`src/logic/core_types_pkg.sv`:
```
// core-wide widths and types for mdp info and rob indices, imported by the rtl that needs them
`default_nettype none

package core_types_pkg;

	// ------------------------------------------------------------
	// rob

	localparam int LOG_ROB_ENTRIES = 6;

	// names one rob entry
	typedef logic [LOG_ROB_ENTRIES-1:0] rob_index_t;

	// ------------------------------------------------------------
	// memory dependence predictor info

	localparam int MDP_CONF_WIDTH = 2;
	localparam int MDP_INFO_WIDTH = 8;

	// conf in the top bits, ssid in the low bits
	// conf of 0 means no store set yet
	typedef logic [MDP_INFO_WIDTH-1:0] mdp_info_t;

endpackage

`default_nettype wire

```
`src/logic/ssu_types_pkg.sv`:
```
// store set unit sizes and the request and update structs passed between the ssu blocks
`default_nettype none

package ssu_types_pkg;

	// ------------------------------------------------------------
	// sizes

	localparam int STORE_SET_COUNT = 64;
	localparam int SSID_WIDTH = $clog2(STORE_SET_COUNT);

	localparam int SSU_INPUT_BUFFER_ENTRIES = 2;
	localparam int SSU_FUNNEL_BUFFER_ENTRIES = 4;

	// 4 cam sources plus 2 commit sources
	localparam int SSU_SOURCE_COUNT = 6;

	typedef logic [SSID_WIDTH-1:0] ssid_t;

	// ------------------------------------------------------------
	// structs

	// implied dep between a load and a store/amo
	typedef struct packed {
		core_types_pkg::mdp_info_t ld_mdp_info;
		core_types_pkg::rob_index_t ld_rob_index;
		core_types_pkg::mdp_info_t stamo_mdp_info;
		core_types_pkg::rob_index_t stamo_rob_index;
	} ssu_cam_update_t;

	// implied no dep
	typedef struct packed {
		core_types_pkg::mdp_info_t mdp_info;
		core_types_pkg::rob_index_t rob_index;
	} ssu_commit_update_t;

	// a is the load side, b the store side
	// commit requests only fill pair a
	typedef struct packed {
		logic dep;
		core_types_pkg::mdp_info_t a_mdp_info;
		core_types_pkg::rob_index_t a_rob_index;
		core_types_pkg::mdp_info_t b_mdp_info;
		core_types_pkg::rob_index_t b_rob_index;
	} ssu_request_t;

	typedef struct packed {
		core_types_pkg::mdp_info_t mdp_info;
		core_types_pkg::rob_index_t rob_index;
	} rob_mdp_update_t;

endpackage

`default_nettype wire

```
`src/logic/ssu_input_buffer.sv`:
```
// per-source request fifo in front of the ssu arbiter; writes that find it full are dropped
`default_nettype none
`timescale 1ns/1ps

module ssu_input_buffer (
	input logic CLK,
	input logic nRST,

	input logic push,
	input ssu_types_pkg::ssu_request_t push_request,

	input logic pop,
	output ssu_types_pkg::ssu_request_t head,
	output logic not_empty
);
	import ssu_types_pkg::*;

	typedef logic [$clog2(SSU_INPUT_BUFFER_ENTRIES)-1:0] ptr_t;
	typedef logic [$clog2(SSU_INPUT_BUFFER_ENTRIES+1)-1:0] count_t;

	ssu_request_t entries [SSU_INPUT_BUFFER_ENTRIES];
	ptr_t wr_ptr;
	ptr_t rd_ptr;
	count_t count;
	logic full;
	logic push_accept;

	assign full = count == count_t'(SSU_INPUT_BUFFER_ENTRIES);
	assign not_empty = count != '0;
	assign head = entries[rd_ptr];

	// updates are hints, losing one is safe
	assign push_accept = push && !full;

	always_ff @(posedge CLK or negedge nRST) begin
		if (!nRST) begin
			wr_ptr <= '0;
			rd_ptr <= '0;
			count <= '0;
		end else begin
			if (push_accept) begin
				wr_ptr <= wr_ptr + 1'b1;
			end
			if (pop) begin
				rd_ptr <= rd_ptr + 1'b1;
			end
			count <= count + count_t'(push_accept) - count_t'(pop);
		end
	end

	always_ff @(posedge CLK) begin
		if (push_accept) begin
			entries[wr_ptr] <= push_request;
		end
	end

	// arbiter must only grant a non-empty buffer
	assert property (@(posedge CLK) disable iff (!nRST) pop |-> not_empty)
		else $error("ssu input buffer popped while empty");

endmodule

`default_nettype wire

```
`src/logic/ssu_store_set_logic.sv`:
```
// store set rules for one granted request plus the rotating ssid allocator, used inside ssu
`default_nettype none
`timescale 1ns/1ps

module ssu_store_set_logic (
	input logic CLK,
	input logic nRST,

	input logic request_valid,
	input ssu_types_pkg::ssu_request_t request,

	output logic update_a_valid,
	output ssu_types_pkg::rob_mdp_update_t update_a,
	output logic update_b_valid,
	output ssu_types_pkg::rob_mdp_update_t update_b
);
	import core_types_pkg::*;
	import ssu_types_pkg::*;

	logic [MDP_CONF_WIDTH-1:0] a_conf;
	logic [MDP_CONF_WIDTH-1:0] b_conf;
	ssid_t a_ssid;
	ssid_t b_ssid;
	ssid_t dep_ssid;
	ssid_t alloc_ssid;
	logic a_has_set;
	logic b_has_set;
	logic allocate;

	assign a_conf = request.a_mdp_info[MDP_INFO_WIDTH-1 -: MDP_CONF_WIDTH];
	assign b_conf = request.b_mdp_info[MDP_INFO_WIDTH-1 -: MDP_CONF_WIDTH];
	assign a_ssid = request.a_mdp_info[SSID_WIDTH-1:0];
	assign b_ssid = request.b_mdp_info[SSID_WIDTH-1:0];
	assign a_has_set = a_conf != '0;
	assign b_has_set = b_conf != '0;

	// neither side in a set yet
	assign allocate = request_valid && request.dep && !a_has_set && !b_has_set;

	// merge toward the smaller ssid
	always_comb begin
		if (a_has_set && b_has_set) begin
			dep_ssid = (a_ssid < b_ssid) ? a_ssid : b_ssid;
		end else if (a_has_set) begin
			dep_ssid = a_ssid;
		end else if (b_has_set) begin
			dep_ssid = b_ssid;
		end else begin
			dep_ssid = alloc_ssid;
		end
	end

	always_comb begin
		update_a.rob_index = request.a_rob_index;
		update_b.rob_index = request.b_rob_index;
		if (request.dep) begin
			// dep saturates conf on both sides
			update_a_valid = request_valid;
			update_b_valid = request_valid;
			update_a.mdp_info = {{MDP_CONF_WIDTH{1'b1}}, dep_ssid};
			update_b.mdp_info = {{MDP_CONF_WIDTH{1'b1}}, dep_ssid};
		end else begin
			// commit decays conf, nothing to do once it hits 0
			update_a_valid = request_valid && a_has_set;
			update_b_valid = 1'b0;
			update_a.mdp_info = {a_conf - 1'b1, a_ssid};
			update_b.mdp_info = request.b_mdp_info;
		end
	end

	always_ff @(posedge CLK or negedge nRST) begin
		if (!nRST) begin
			alloc_ssid <= '0;
		end else if (allocate) begin
			alloc_ssid <= (alloc_ssid == ssid_t'(STORE_SET_COUNT - 1)) ? '0 : alloc_ssid + 1'b1;
		end
	end

endmodule

`default_nettype wire

```
`src/logic/ssu_funnel_buffer.sv`:
```
// two-in one-out fifo collecting store set results and sending them to the rob under valid/ready
`default_nettype none
`timescale 1ns/1ps

module ssu_funnel_buffer (
	input logic CLK,
	input logic nRST,

	input logic push_a_valid,
	input ssu_types_pkg::rob_mdp_update_t push_a,
	input logic push_b_valid,
	input ssu_types_pkg::rob_mdp_update_t push_b,
	output logic room_for_two,

	output logic head_valid,
	output ssu_types_pkg::rob_mdp_update_t head,
	input logic ready
);
	import ssu_types_pkg::*;

	typedef logic [$clog2(SSU_FUNNEL_BUFFER_ENTRIES)-1:0] ptr_t;
	typedef logic [$clog2(SSU_FUNNEL_BUFFER_ENTRIES+1)-1:0] count_t;

	rob_mdp_update_t entries [SSU_FUNNEL_BUFFER_ENTRIES];
	ptr_t wr_ptr;
	ptr_t rd_ptr;
	ptr_t b_slot;
	count_t count;
	count_t push_count;
	logic pop;

	assign push_count = count_t'(push_a_valid) + count_t'(push_b_valid);
	assign pop = head_valid && ready;

	// b lands behind a when both come in the same cycle
	assign b_slot = push_a_valid ? wr_ptr + 1'b1 : wr_ptr;

	assign head_valid = count != '0;
	assign head = entries[rd_ptr];

	// from registered count only, so a same-cycle pop does not count
	assign room_for_two = count <= count_t'(SSU_FUNNEL_BUFFER_ENTRIES - 2);

	always_ff @(posedge CLK or negedge nRST) begin
		if (!nRST) begin
			wr_ptr <= '0;
			rd_ptr <= '0;
			count <= '0;
		end else begin
			wr_ptr <= wr_ptr + ptr_t'(push_count);
			if (pop) begin
				rd_ptr <= rd_ptr + 1'b1;
			end
			count <= count + push_count - count_t'(pop);
		end
	end

	always_ff @(posedge CLK) begin
		if (push_a_valid) begin
			entries[wr_ptr] <= push_a;
		end
		if (push_b_valid) begin
			entries[b_slot] <= push_b;
		end
	end

	// ------------------------------------------------------------
	// checks

	// the arbiter upstream has to hold off while room is short
	assert property (@(posedge CLK) disable iff (!nRST)
		(push_a_valid || push_b_valid) |-> room_for_two)
		else $error("ssu funnel pushed without room for two");

	assert property (@(posedge CLK) disable iff (!nRST)
		(head_valid && !ready) |=> (head_valid && $stable(head)))
		else $error("ssu funnel head changed while stalled");

endmodule

`default_nettype wire

```
`src/logic/ssu.sv`:
```
// store set unit core: six input buffers, round-robin arbiter, store set logic and rob funnel
`default_nettype none
`timescale 1ns/1ps

module ssu (
	input logic CLK,
	input logic nRST,

	input logic ldu_cq_cam_update_valid,
	input ssu_types_pkg::ssu_cam_update_t ldu_cq_cam_update,
	input logic ldu_mq_cam_update_valid,
	input ssu_types_pkg::ssu_cam_update_t ldu_mq_cam_update,
	input logic ldu_cq_commit_update_valid,
	input ssu_types_pkg::ssu_commit_update_t ldu_cq_commit_update,
	input logic stamofu_cq_cam_bank0_update_valid,
	input ssu_types_pkg::ssu_cam_update_t stamofu_cq_cam_bank0_update,
	input logic stamofu_cq_cam_bank1_update_valid,
	input ssu_types_pkg::ssu_cam_update_t stamofu_cq_cam_bank1_update,
	input logic stamofu_cq_commit_update_valid,
	input ssu_types_pkg::ssu_commit_update_t stamofu_cq_commit_update,

	output logic rob_mdp_update_valid,
	output ssu_types_pkg::rob_mdp_update_t rob_mdp_update,
	input logic rob_mdp_update_ready
);
	import ssu_types_pkg::*;

	typedef logic [$clog2(SSU_SOURCE_COUNT)-1:0] source_index_t;

	logic [SSU_SOURCE_COUNT-1:0] push_valids;
	ssu_request_t push_requests [SSU_SOURCE_COUNT];
	ssu_request_t heads [SSU_SOURCE_COUNT];
	logic [SSU_SOURCE_COUNT-1:0] not_empty;
	logic [SSU_SOURCE_COUNT-1:0] grant;
	source_index_t grant_index;
	source_index_t rr_ptr;
	logic room_for_two;
	logic update_a_valid;
	rob_mdp_update_t update_a;
	logic update_b_valid;
	rob_mdp_update_t update_b;

	function automatic ssu_request_t cam_request(input ssu_cam_update_t update);
		return '{1'b1, update.ld_mdp_info, update.ld_rob_index,
			update.stamo_mdp_info, update.stamo_rob_index};
	endfunction

	function automatic ssu_request_t commit_request(input ssu_commit_update_t update);
		return '{1'b0, update.mdp_info, update.rob_index, '0, '0};
	endfunction

	// ------------------------------------------------------------
	// input buffers, one per source

	assign push_valids = {stamofu_cq_commit_update_valid, stamofu_cq_cam_bank1_update_valid,
		stamofu_cq_cam_bank0_update_valid, ldu_cq_commit_update_valid,
		ldu_mq_cam_update_valid, ldu_cq_cam_update_valid};

	assign push_requests[0] = cam_request(ldu_cq_cam_update);
	assign push_requests[1] = cam_request(ldu_mq_cam_update);
	assign push_requests[2] = commit_request(ldu_cq_commit_update);
	assign push_requests[3] = cam_request(stamofu_cq_cam_bank0_update);
	assign push_requests[4] = cam_request(stamofu_cq_cam_bank1_update);
	assign push_requests[5] = commit_request(stamofu_cq_commit_update);

	for (genvar i = 0; i < SSU_SOURCE_COUNT; i++) begin : gen_input_buffer
		ssu_input_buffer input_buffer_inst (
			.CLK(CLK),
			.nRST(nRST),
			.push(push_valids[i]),
			.push_request(push_requests[i]),
			.pop(grant[i]),
			.head(heads[i]),
			.not_empty(not_empty[i])
		);
	end

	// ------------------------------------------------------------
	// round-robin arbiter

	// search starts at the source after the last grant
	always_comb begin
		int candidate;
		grant = '0;
		grant_index = '0;
		for (int i = 0; i < SSU_SOURCE_COUNT; i++) begin
			candidate = int'(rr_ptr) + i;
			if (candidate >= SSU_SOURCE_COUNT) begin
				candidate = candidate - SSU_SOURCE_COUNT;
			end
			if (grant == '0 && not_empty[candidate] && room_for_two) begin
				grant[candidate] = 1'b1;
				grant_index = source_index_t'(candidate);
			end
		end
	end

	always_ff @(posedge CLK or negedge nRST) begin
		if (!nRST) begin
			rr_ptr <= '0;
		end else if (grant != '0) begin
			rr_ptr <= (grant_index == source_index_t'(SSU_SOURCE_COUNT - 1)) ?
				'0 : grant_index + 1'b1;
		end
	end

	// at most one grant, and no idle cycle while a buffer waits and the funnel has room
	assert property (@(posedge CLK) disable iff (!nRST)
		$onehot0(grant) && ((grant != '0) == (room_for_two && not_empty != '0)))
		else $error("ssu arbiter grant not one-hot or a waiting source left idle");

	// ------------------------------------------------------------
	// store set logic and funnel

	ssu_store_set_logic store_set_logic_inst (
		.CLK(CLK),
		.nRST(nRST),
		.request_valid(grant != '0),
		.request(heads[grant_index]),
		.update_a_valid(update_a_valid),
		.update_a(update_a),
		.update_b_valid(update_b_valid),
		.update_b(update_b)
	);

	ssu_funnel_buffer funnel_buffer_inst (
		.CLK(CLK),
		.nRST(nRST),
		.push_a_valid(update_a_valid),
		.push_a(update_a),
		.push_b_valid(update_b_valid),
		.push_b(update_b),
		.room_for_two(room_for_two),
		.head_valid(rob_mdp_update_valid),
		.head(rob_mdp_update),
		.ready(rob_mdp_update_ready)
	);

endmodule

`default_nettype wire

```
`src/logic/ssu_wrapper.sv`:
```
// top level around ssu; registers every input and the rob ready, and outputs accepted updates
`default_nettype none
`timescale 1ns/1ps

module ssu_wrapper (
	input logic CLK,
	input logic nRST,

	input logic next_ldu_cq_cam_update_valid,
	input ssu_types_pkg::ssu_cam_update_t next_ldu_cq_cam_update,
	input logic next_ldu_mq_cam_update_valid,
	input ssu_types_pkg::ssu_cam_update_t next_ldu_mq_cam_update,
	input logic next_ldu_cq_commit_update_valid,
	input ssu_types_pkg::ssu_commit_update_t next_ldu_cq_commit_update,
	input logic next_stamofu_cq_cam_bank0_update_valid,
	input ssu_types_pkg::ssu_cam_update_t next_stamofu_cq_cam_bank0_update,
	input logic next_stamofu_cq_cam_bank1_update_valid,
	input ssu_types_pkg::ssu_cam_update_t next_stamofu_cq_cam_bank1_update,
	input logic next_stamofu_cq_commit_update_valid,
	input ssu_types_pkg::ssu_commit_update_t next_stamofu_cq_commit_update,

	output logic last_rob_mdp_update_valid,
	output ssu_types_pkg::rob_mdp_update_t last_rob_mdp_update,
	input logic next_rob_mdp_update_ready
);
	import ssu_types_pkg::*;

	logic ldu_cq_cam_update_valid;
	ssu_cam_update_t ldu_cq_cam_update;
	logic ldu_mq_cam_update_valid;
	ssu_cam_update_t ldu_mq_cam_update;
	logic ldu_cq_commit_update_valid;
	ssu_commit_update_t ldu_cq_commit_update;
	logic stamofu_cq_cam_bank0_update_valid;
	ssu_cam_update_t stamofu_cq_cam_bank0_update;
	logic stamofu_cq_cam_bank1_update_valid;
	ssu_cam_update_t stamofu_cq_cam_bank1_update;
	logic stamofu_cq_commit_update_valid;
	ssu_commit_update_t stamofu_cq_commit_update;

	logic rob_mdp_update_valid;
	rob_mdp_update_t rob_mdp_update;
	logic rob_mdp_update_ready;

	ssu ssu_inst (.*);

	// ------------------------------------------------------------
	// registers

	always_ff @(posedge CLK or negedge nRST) begin
		if (!nRST) begin
			ldu_cq_cam_update_valid <= 1'b0;
			ldu_mq_cam_update_valid <= 1'b0;
			ldu_cq_commit_update_valid <= 1'b0;
			stamofu_cq_cam_bank0_update_valid <= 1'b0;
			stamofu_cq_cam_bank1_update_valid <= 1'b0;
			stamofu_cq_commit_update_valid <= 1'b0;
			rob_mdp_update_ready <= 1'b0;
			last_rob_mdp_update_valid <= 1'b0;
		end else begin
			ldu_cq_cam_update_valid <= next_ldu_cq_cam_update_valid;
			ldu_mq_cam_update_valid <= next_ldu_mq_cam_update_valid;
			ldu_cq_commit_update_valid <= next_ldu_cq_commit_update_valid;
			stamofu_cq_cam_bank0_update_valid <= next_stamofu_cq_cam_bank0_update_valid;
			stamofu_cq_cam_bank1_update_valid <= next_stamofu_cq_cam_bank1_update_valid;
			stamofu_cq_commit_update_valid <= next_stamofu_cq_commit_update_valid;
			rob_mdp_update_ready <= next_rob_mdp_update_ready;
			// one pulse per update the funnel actually hands over
			last_rob_mdp_update_valid <= rob_mdp_update_valid && rob_mdp_update_ready;
		end
	end

	always_ff @(posedge CLK) begin
		ldu_cq_cam_update <= next_ldu_cq_cam_update;
		ldu_mq_cam_update <= next_ldu_mq_cam_update;
		ldu_cq_commit_update <= next_ldu_cq_commit_update;
		stamofu_cq_cam_bank0_update <= next_stamofu_cq_cam_bank0_update;
		stamofu_cq_cam_bank1_update <= next_stamofu_cq_cam_bank1_update;
		stamofu_cq_commit_update <= next_stamofu_cq_commit_update;
		last_rob_mdp_update <= rob_mdp_update;
	end

endmodule

`default_nettype wire

```
`config.mk`:
```
export PLATFORM = sky130hd
export DESIGN_NAME = ssu_wrapper
export DESIGN_NICKNAME = d
export VERILOG_FILES = /design/src/logic/core_types_pkg.sv /design/src/logic/ssu_types_pkg.sv /design/src/logic/ssu_input_buffer.sv /design/src/logic/ssu_store_set_logic.sv /design/src/logic/ssu_funnel_buffer.sv /design/src/logic/ssu.sv /design/src/logic/ssu_wrapper.sv
export SDC_FILE = /design/constraint.sdc
export NUM_CORES = 1
export LEC_CHECK = 0
export BUFFER_PORTS_ARGS = -buffer_cell sky130_fd_sc_hd__clkbuf_2
export CAP_MARGIN = 20
export CORE_UTILIZATION = 51
export CTS_CLUSTER_SIZE = 24
export DETAILED_ROUTE_END_ITERATION = 6
export PLACE_DENSITY_LB_ADDON = 0.12
export SYNTH_ARGS = -nofsm -noshare
export SYNTH_HDL_FRONTEND = slang
export SYNTH_SLANG_ARGS = --single-unit
```
`constraint.sdc`:
```
create_clock -name CLK -period 6.5 [get_ports CLK]
set_input_delay 0.975 -clock CLK [delete_from_list [all_inputs] [get_ports CLK]]
set_output_delay 0.975 -clock CLK [all_outputs]
set_load 0.01 [all_outputs]
```
# Word level (Yosys, flattened, before mapping)
# Memory sizes are Yosys's and may differ from the RTL's. A register that Yosys moved wholly into a read port is not among the register bits.
# Index checks and enable logic that the tools add are counted.
# classes
n_lt_le_gt_ge	21
n_eq_ne	8
n_addsub	44
reduce_logical	52
bitwise	6
muxes	78
# ops
operator	count
$ge A32 B1 Y1 const B	6
$lt A32 B5 Y1 const B	6
$mux W32	6
$ge A32 B4 Y1 const B	5
$sub A32 B4 Y32 const B	5
$bmux W29 S3	1
$mux W6	11
$mux W29	2
$mux W1	36
$logic_not A6 Y1	5
$or A6 B6 Y6	5
$logic_and A1 B1 Y1	29
$mux W3	7
$bmux W1 S3	6
$demux W1 S3	6
$mux W8	2
$reduce_bool A2 Y1	8
$add A1 B1 Y1 const B	12
$add A2 B1 Y2	6
$eq A2 B2 Y1 const B	6
$sub A2 B1 Y2	6
$add A3 B2 Y4 const B	2
$add A3 B3 Y4 const B	2
$logic_not A1 Y1	8
20 further kinds	21
# word_totals
memories	7
register_bits	188
input_bits	149
ram_bits	336
# mem_list
name	depth	word_bits	rd	rd_ports_with_merged_regs	write_ports	line	source
ssu_inst.funnel_buffer_inst.entries	4	14	1	1	2	ssu_funnel_buffer.sv:24	rob_mdp_update_t entries [SSU_FUNNEL_BUFFER_ENTRIES];
ssu_inst.gen_input_buffer[0].input_buffer_inst.entries	2	28	1	0	1	ssu_input_buffer.sv:21	ssu_request_t entries [SSU_INPUT_BUFFER_ENTRIES];
ssu_inst.gen_input_buffer[1].input_buffer_inst.entries	2	28	1	0	1	ssu_input_buffer.sv:21	
ssu_inst.gen_input_buffer[3].input_buffer_inst.entries	2	28	1	0	1	ssu_input_buffer.sv:21	
ssu_inst.gen_input_buffer[4].input_buffer_inst.entries	2	28	1	0	1	ssu_input_buffer.sv:21	
ssu_inst.gen_input_buffer[2].input_buffer_inst.entries	2	14	1	0	1	ssu_input_buffer.sv:21	
1 more memories	--	--	--	--	--	--	

# Logic depth before layout (Yosys ltp)
# Gate-level depths: netlist of run 1.
# logic_depth
word_depth	37
depth_mapped	36
depth_no_buf	31

# Modules after synthesis
# From an unflattened synthesis of run 1, not the netlist that was laid out.
# unflattened
cells_unflattened	1637
hier_area_um2	25270.5
# by_module_without_submodules
module	area_per_inst_um2	instances	cells_per_inst	seq_area_each_um2
ssu_input_buffer	2283.4	6	108	1841.8
ssu	3897.5	1	507	75.1
ssu_funnel_buffer	3383.2	1	186	1856.8
ssu_wrapper	3289.4	1	163	3283.1
ssu_store_set_logic	999.7	1	133	150.1

# Worst setup path after synthesis of run 1
# OpenSTA, ideal clock, no wires.
# synth_timing
path_type	register -> register
from	reg ssu_inst.rr_ptr[0]
to	reg ssu_inst.funnel_buffer_inst.count[2]
synth_period_minus_slack_ns	7.163
path_stages_with_launch	34
arrival_time_ns	7.040
n_path_buf	7
slack_ns	-0.663
required_ns	6.377
cell_sequence	dfrtp_1 -> buf_2 -> inv_1 -> buf_4 -> ha_1 -> ha_1 -> clkbuf_2 -> and4b_1 -> a41oi_4 -> a211o_1 -> a211oi_2 -> or2_2 -> o31ai_2 -> a311o_1 -> or3_1 -> clkbuf_2 -> o221ai_2 -> or2_1 -> buf_6 -> mux2i_2 -> clkbuf_1 -> buf_2 -> a211oi_1 -> a211oi_1 -> o31ai_1 -> ha_1 -> a21boi_1 -> ha_1 -> inv_1 -> ha_1 -> inv_1 -> ha_1 -> fa_1 -> xnor2_1
# synth_via
elab_chain_cells	37
# synth_rtl
element	line	source
from (decl)	ssu.sv:36	source_index_t rr_ptr;
from (signal assigned)	ssu.sv:102	rr_ptr <= (grant_index == source_index_t'(SSU_SOURCE_COUNT - 1)) ?
parallel branches: the longest is 34 deep, another holds $sub A32 B4 Y32	--	
$add A1 B1 Y2 (*)	ssu_funnel_buffer.sv:32	assign push_count = count_t'(push_a_valid) + count_t'(push_b_valid);
$add A3 B3 Y3 (*)	ssu_funnel_buffer.sv:54	count <= count + push_count - count_t'(pop);
$sub A3 B1 Y3 (*)	ssu_funnel_buffer.sv:54	
to (signal assigned)	ssu_funnel_buffer.sv:54	
to (decl)	ssu_funnel_buffer.sv:28	count_t count;
# Mark *: on every way between the ends. The select of a mux whose other input is x is not followed.
# A chain may end at the register's enable or synchronous reset.

==> impl_summary.txt, run 1 <==
----------------------------------------------------
[Placement]
  Number of input and output port buffers inserted ... 163
  Placement Cell Area ... 24800 sq um
  Weighted congestion at the end of routability-driven global placement ... between 0.9 and 1
  Dpl hpwl ... about 41000 um
  Dpl cells ... 2350

[Final layout]
  Non-filler cells, final ... approximately 2500
  # diodes ... 0
  Share of the core filled with cells ... 67.8%
  Area added between synthesis and finish ... 30.2%
  Number of nets in the finished design ... 2127
  Layout cell share with drive strength beyond 1 ... 38.3%
  Final instance area ... 27900 sq um

[STA]
  Number of hold-slack violations in the final timing report ... 0
  Worst-case setup margin in the final layout ... -0.205 ns
  Worst Max-Slew Pin Slew ... 0.986 ns
  Clock Skew ... around 0.019 ns
  Worst rel slew slack ... 34.2%
  Hold slack final ... approximately 0.42 ns
  Setup repair after global routing missed its margin ... true
  Pins over their slew limit ... 0
  Maximum frequency from static timing analysis ... 149 MHz
  Time the worst path needs with I/O delays and setup ... 6.71 ns
  Final count of negative-setup-slack endpoints ... 26
  Tcrit/Tclk final ... 103%

[Global routing]
  Overflow left after global routing ... 0
  Vias in the first global route ... 14300
  Global-route wire length before repair ... 85100 um
  Total Routing Usage GR ... a little over a quarter
  Maximum number of pins on one net before global-route repair ... 38
  Number of antenna violations at the first check in global routing ... 0

[Worst setup path]
  Kind of critical path ... register to register
  Buf/Inv on CP ... 3
  Worst path top cell family by delay ... compound AO/OA/AOI/OAI gates
  CP arrival ... 7.06 ns
  Highest fanout seen on the critical path ... 6
  Required @ worst endpoint ... 6.85 ns
  Largest stage delay on the critical path ... 0.43 ns
  Kind of end point of the critical path ... register
  Startpoint class of the critical path ... register
  Critical Path Slowest Stage Cell ... dfrtp_2

[Floorplan]
  Total die area ... 42900 sq um
  Effective utilization at floorplan ... 52.1%
  Vertical extent of the die ... around 210 um
  Placeable core area ... 41200 sq um
  Number of placement rows ... 74
  I/O pin cnt ... 164
  Die W ... 207 um

[Clock network]
  Maximum clock insertion buffer count ... 3
  Clock tree from TritonCTS ... built
  # hold bufs at CTS ... 0
  Num CTS Buffers ... 53
  H-tree Lvls ... 2
  Clock root buffer master ... clkbuf_16
  Clock slew seen by the registers of the worst setup and hold paths ... 0.06 ns
  Clock latency on the worst-skew pair ... ~0.6 ns
  CTS Sinks ... 538

[Yosys]
  Number of distinct library cells after synthesis ... 106
  Leading area contributor after synthesis ... edfxtp_1
  Most numerous cell in the Yosys netlist ... edfxtp_1
  Async set-reset flop share out of synthesis ... approximately 9%
  Count of flip-flops with a built-in enable after synthesis ... 336
  Most area-consuming cells after synthesis ... edfxtp_1 47%, dfxtp_1 14%, mux2i_1 5.6%
  Portion of netlist area occupied by mux cells ... 8.55%
  Register area share after synthesis ... 67.0%
  Number of nets produced by synthesis ... 1674
  Most used DFF post-synth ... edfxtp_1
  Xor/xnor cell area share of the yosys netlist ... between 1.5 and 2%
  Fraction of the mapped netlist area in compound gates ... 11.3%
  Area share of the leading cell type in the synthesized netlist ... 47.0%
  #FFs+latches synth ... 538
  Post-synthesis instance total ... 1476
  Dominant combinational cell family by area after synthesis ... compound AO/OA/AOI/OAI gates
  Syn avg cell area ... 14.5 sq um
  Synth Area in Adders ... 2.89%
  Simple-gate portion of the synthesized area ... 5.99%
  Warning count from the yosys run ... 0
  Cell Area, Synth ... 21500 sq um
  Commonest cells post-synth ... 336 x edfxtp_1, 154 x dfxtp_1, 121 x mux2i_1

[Drt]
  Vias per std cell ... 5.59
  Routed via count ... roughly 14000
  Number of remaining DRC errors ... 0
  Routed Wire Length ... 57000 um
  Final routed wire length divided by cell count ... 22.8 um
  Violation count after the first detailed-routing iteration ... 1067
  Antenna violation net count after detailed routing ... 0
  Router iterations before antenna repair ... 6

[Run status]
  Violations in the final reports ... negative setup slack
  Run status ... finished with violations

[Run]
  Max Cap Violations ... 0

[Worst hold path]
  Hold Path Class ... register to register

----------------------------------------------------
[metrics by stage]
step	setup TNS, ns	setup WS (ns)
after floorplan	-2.25	-0.125
after global placement	-14.91	-0.651
after detailed placement	-16.72	-0.728
after CTS	-3.49	-0.176
after global routing	-9.11	-0.374
final	-4.21	-0.205
[metal layers]
metal / vias to the layer above / GRT usage, % / routed length (um)
met3: 99 / 4.12 / 2980
li1: 6559 / - / -
met1: 6925 / 34.1 / 23600
met4: 0 / 11.2 / 2050
met5: - / 0 / 0
met2: 419 / 45.1 / 28400
[logic make-up (layout without fill, tap and decap cells)]
logic type	after synthesis	after routing
AND/OR/NAND/NOR	248	248
multiplexers	161	161
flip-flops	538	538
adder cells (fa/ha/maj)	49	49
XOR/XNOR	42	42
buffers and inverters	117	614
AO/OA/AOI/OAI	321	322
[final cells by class]
type | count | area [sq um]
clock inverters | 27 | 289
clock buffers | 73 | 1520
inverters | 53 | 214
repair buffers | 461 | 3350
fillers | 2972 | 13300
flip-flops and latches | 538 | 14400
well taps | 532 | 666
multi-input cells | 822 | 7530
[worst paths after layout]
check	from	endpoint	slack, ns	cells past startpoint
max reg2reg	ssu_inst.rr_ptr[1]$_DFFE_PN0N_	ssu_inst.funnel_buffer_inst.entries[1][8]$_DFFE_PP_	-0.21	27
max	ssu_inst.rr_ptr[1]$_DFFE_PN0N_	ssu_inst.funnel_buffer_inst.entries[1][8]$_DFFE_PP_	-0.21	27
min in group asynchronous	nRST	ssu_inst.funnel_buffer_inst.wr_ptr[1]$_DFF_PN0_	0.43	1
min	stamofu_cq_cam_bank0_update[12]$_DFF_P_	register	0.42	0
max in group asynchronous	nRST	ssu_inst.rr_ptr[0]$_DFFE_PN0N_	5.21	2
min reg2reg	stamofu_cq_cam_bank0_update[12]$_DFF_P_	register	0.42	0
[state kept, by name, indices dropped and copies added, names as in the netlist, 2 cells and up]
name / cells
ldu_cq_cam_update: 28
stamofu_cq_cam_bank0_update: 28
ssu_inst.store_set_logic_inst.alloc_ssid: 6
stamofu_cq_commit_update: 14
stamofu_cq_cam_bank1_update: 28
ssu_inst.gen_input_buffer.input_buffer_inst.entries: 280
last_rob_mdp_update: 14
ssu_inst.gen_input_buffer.input_buffer_inst.wr_ptr: 6
ssu_inst.funnel_buffer_inst.rd_ptr: 2
ssu_inst.gen_input_buffer.input_buffer_inst.count: 12
ssu_inst.rr_ptr: 3
ssu_inst.funnel_buffer_inst.entries: 56
ssu_inst.gen_input_buffer.input_buffer_inst.rd_ptr: 6
ssu_inst.funnel_buffer_inst.wr_ptr: 2
ssu_inst.funnel_buffer_inst.count: 3
ldu_mq_cam_update: 28
ldu_cq_commit_update: 14
[cell usage in the layout (no fill, tap or decap), drive strengths merged, types with 32 or more instances in the layout]
cell	netlist	layout
ha	48	48
mux2i	124	124
edfxtp	336	336
nor2	65	65
a211oi	53	53
buf	34	294
dfrtp	48	48
o21ai	51	52
a21oi	51	51
dfxtp	154	154
inv	52	54
clkbuf	30	240
nand2	51	51
xnor2	32	32
[what timing repair did]
action	in CTS	in global routing
pin swaps	11	33
setup buffers	33	20
setup endpoints to repair	27	111
cloned	3	2
resized for setup	86	91
Power of run 1 is not shown: default switching activity piles up to over one toggle a cycle in this logic, so the estimate is an artifact.
==> run 2, diff against run 1 <==
Clock period 6.5 ns to 6.8 ns, I/O delays scaled along.
==> run 2 against run 1 <==
Against the previous run:
- the flow now finishes without violations
- utilization decreased by 3.5 points
- clock skew increased by 0.0025 ns
- routed wire length decreased by 3.6%
- non-clock buffer count decreased by 83
- via count decreased by 2.7%
- sequential share of layout area increased by 2.8 points
- die area unchanged
- worst hold slack improved by 0.0025 ns
- critical endpoint is now ssu_inst.funnel_buffer_inst.entries[1][7]$_DFFE_PP_
- flip-flop and latch count unchanged
==> impl_summary.txt, run 2 (synthesized netlist as in run 1, its figures left out) <==
----------------------------------------------------
[Global routing]
  Global-route wire length before repair ... 81800 um (-3.9%)
  Total Routing Usage GR ... 25.6% (-1.0 points)
  Number of antenna violations at the first check in global routing ... 0 (unchanged)
  Overflow left after global routing ... 0 (unchanged)
  Maximum number of pins on one net before global-route repair ... 49 (+29%)
  Vias in the first global route ... 13500 (-5.8%)

[Placement]
  Weighted congestion at the end of routability-driven global placement ... 0.922 (-0.43%)
  Worst slack after detailed placement ... -0.257 ns (+0.471 ns)
  Dpl hpwl ... 39700 um (-2.7%)
  Placement Cell Area ... 24200 sq um (-2.1%)
  Number of input and output port buffers inserted ... 163 (unchanged)

[Final layout]
  Filler Cell Count ... 3055 (+2.8%)
  # diodes ... 0 (unchanged)
  Number of flip-flops under the largest register name ... 280 (unchanged)
  Largest registers ... ssu_inst.gen_input_buffer.input_buffer_inst.entries (280), ssu_inst.funnel_buffer_inst.entries (56)
  Layout cell share with drive strength beyond 1 ... 32.3% (-6.0 points)
  Most frequent cells in the layout ... 336 x edfxtp_1, 198 x buf_4, 163 x clkbuf_2
  Combined flip-flop and latch cell area ... 14400 sq um (unchanged)
  Number of nets in the finished design ... 2042 (-4.0%)
  Most flop-heavy register ... ssu_inst.gen_input_buffer.input_buffer_inst.entries
  Area added between synthesis and finish ... 23.5%
  Multi-input logic area ... 6970 sq um (-7.5%)
  Share of the core filled with cells ... 64.3% (-3.5 points)
  Commonest non-fill, non-tap cell in the layout ... edfxtp_1
  Final instance area ... 26500 sq um (-5.2%)

[Clock network]
  Clock slew seen by the registers of the worst setup and hold paths ... 0.06 ns (about the same)
  Clock latency on the worst-skew pair ... 0.60 ns (about the same)
  Clock root buffer master ... clkbuf_16
  Maximum clock insertion buffer count ... 3 (unchanged)
  Num CTS Buffers ... 52 (-1.9%)
  H-tree Lvls ... 2 (unchanged)
  Clock tree from TritonCTS ... built
  CTS Sinks ... 538 (unchanged)
  # hold bufs at CTS ... 0 (unchanged)

[Floorplan]
  Effective utilization at floorplan ... 52.1% (unchanged)
  Placeable core area ... 41200 sq um (unchanged)
  Total die area ... 42900 sq um (unchanged)
  Number of placement rows ... 74 (unchanged)
  Vertical extent of the die ... 207 um (unchanged)
  I/O pin cnt ... 164 (unchanged)
  Die W ... 207 um (unchanged)

[Drt]
  Number of remaining DRC errors ... 0 (unchanged)
  Routed via count ... 13600 (-2.7%)
  Violation count after the first detailed-routing iteration ... 1032 (-3.3%)
  Final routed wire length divided by cell count ... 22.7 um (-0.17%)
  Highest layer used for signal routing ... met4
  Met1 Routed Length ... 23500 um (-0.48%)
  Antenna violation net count after detailed routing ... 0 (unchanged)
  WL met2 ... 26500 um (-6.5%)
  Vias per std cell ... 5.63 (+0.78%)
  Sum of met3 wire segment lengths after detailed routing ... 3270 um (+10%)
  Router iterations before antenna repair ... 6 (unchanged)
  Routed Wire Length ... 55000 um (-3.6%)

[Worst setup path]
  Highest fanout seen on the critical path ... 12 (+6)
  Required @ worst endpoint ... 7.13 ns (+0.28 ns)
  Kind of end point of the critical path ... register
  CP arrival ... 7.08 ns (+0.02 ns)
  Kind of critical path ... register to register
  Startpoint class of the critical path ... register

[STA]
  Clock Skew ... 0.0212 ns (+0.00249 ns)
  Hold slack final ... 0.424 ns (+0.00252 ns)
  Pins over their slew limit ... 0 (unchanged)
  Time the worst path needs with I/O delays and setup ... 6.75 ns (+0.0436 ns)
  Tcrit/Tclk final ... 99.2% (-3.9 points)
  Worst-case setup margin in the final layout ... 0.0513 ns (+0.256 ns)
  Worst rel slew slack ... 32.1% (-2.1 points)
  Worst Max-Slew Pin Slew ... 1.02 ns (+0.0318 ns)
  Setup repair after global routing missed its margin ... true
  Number of hold-slack violations in the final timing report ... 0 (unchanged)
  Final count of negative-setup-slack endpoints ... 0 (-100%)
  Maximum frequency from static timing analysis ... 148 MHz (-0.65%)

[Run]
  Max Cap Violations ... 0 (unchanged)

[Run status]
  Run status ... finished clean

[Worst hold path]
  Hold Path Class ... register to register

----------------------------------------------------
## run 2: cell count changes in the layout (fill, tap and decap cells not counted), sizes merged
cell,previous run,this run
bufinv,4,1
clkinvlp,5,1
buf,294,212
inv,54,52
o21ai,52,51
clkbuf,240,249
clkinv,17,13
## run 2: cell type report
cell class | instances | share of cell area (%)
sequential | 538 | 54.2
multi-input combinational | 821 | 26.3
timing repair buffer | 378 | 9.74
clock buffer | 83 | 5.95
tap | 532 | 2.51
inverter | 53 | 0.774
clock inverter | 14 | 0.486
## run 2: stage by stage
stage | std cells | TNS [ns]
after detailed placement | 2302 | -5.07
after global placement | 2302 | -4.12
final | 2419 | 0
after CTS | 2400 | 0
after global routing | 2419 | -4.28
after floorplan | 1476 | 0
## run 2: final timing paths
kind / from / end / slack, ns / cells after the start
min in group asynchronous: nRST / asynchronous set/reset pin / 0.57 / 2
hold reg to reg: stamofu_cq_commit_update[9]$_DFF_P_ / register / 0.42 / 0
max in group asynchronous: nRST / ssu_inst.rr_ptr[1]$_DFFE_PN0N_ / 5.71 / 2
setup reg to reg: ssu_inst.rr_ptr[1]$_DFFE_PN0N_ / ssu_inst.funnel_buffer_inst.entries[1][7]$_DFFE_PP_ / 0.05 / 27
setup / recovery: ssu_inst.rr_ptr[1]$_DFFE_PN0N_ / ssu_inst.funnel_buffer_inst.entries[1][7]$_DFFE_PP_ / 0.05 / 27
hold / removal: stamofu_cq_commit_update[9]$_DFF_P_ / register / 0.42 / 0
## run 2: critical path, stage by stage (launching register included)
cell and delay [ns]:
dfrtp_2 0.45, ha_4 0.19, xnor2_4 0.17, ha_4 0.30, and4b_1 0.25, a41oi_4 0.05
a211o_1 0.40, a211oi_4 0.34, or2_4 0.20, o31ai_2 0.08, a311o_1 0.38, or3_4 0.38
buf_6 0.14, o31a_1 0.33, a221o_1 0.37, mux2_4 0.32, o22ai_2 0.09, o21ai_1 0.09
o21ai_1 0.13, ha_1 0.28, a21o_1 0.18, a21o_1 0.18, a21oi_2 0.17, nand2b_1 0.14
o31ai_4 0.29, o21ai_4 0.13, clkbuf_16 0.19, o221a_1 0.24
## run 2: what timing repair did
action,in CTS,in global routing
resized for setup,13,75
pin swaps,3,25
endpoints found under the setup margin,25,26
cloned,0,2
setup buffers,1,17
## run 2: routing by layer
| layer | vias to the layer above | track usage [%] |
|---|---|---|
| li1 | 6396 | - |
| met2 | 392 | 42.9 |
| met4 | 0 | 8.23 |
| met3 | 92 | 4.46 |
| met1 | 6741 | 34.0 |
| met5 | - | 0 |
Power of run 2 is left out for the same reason.
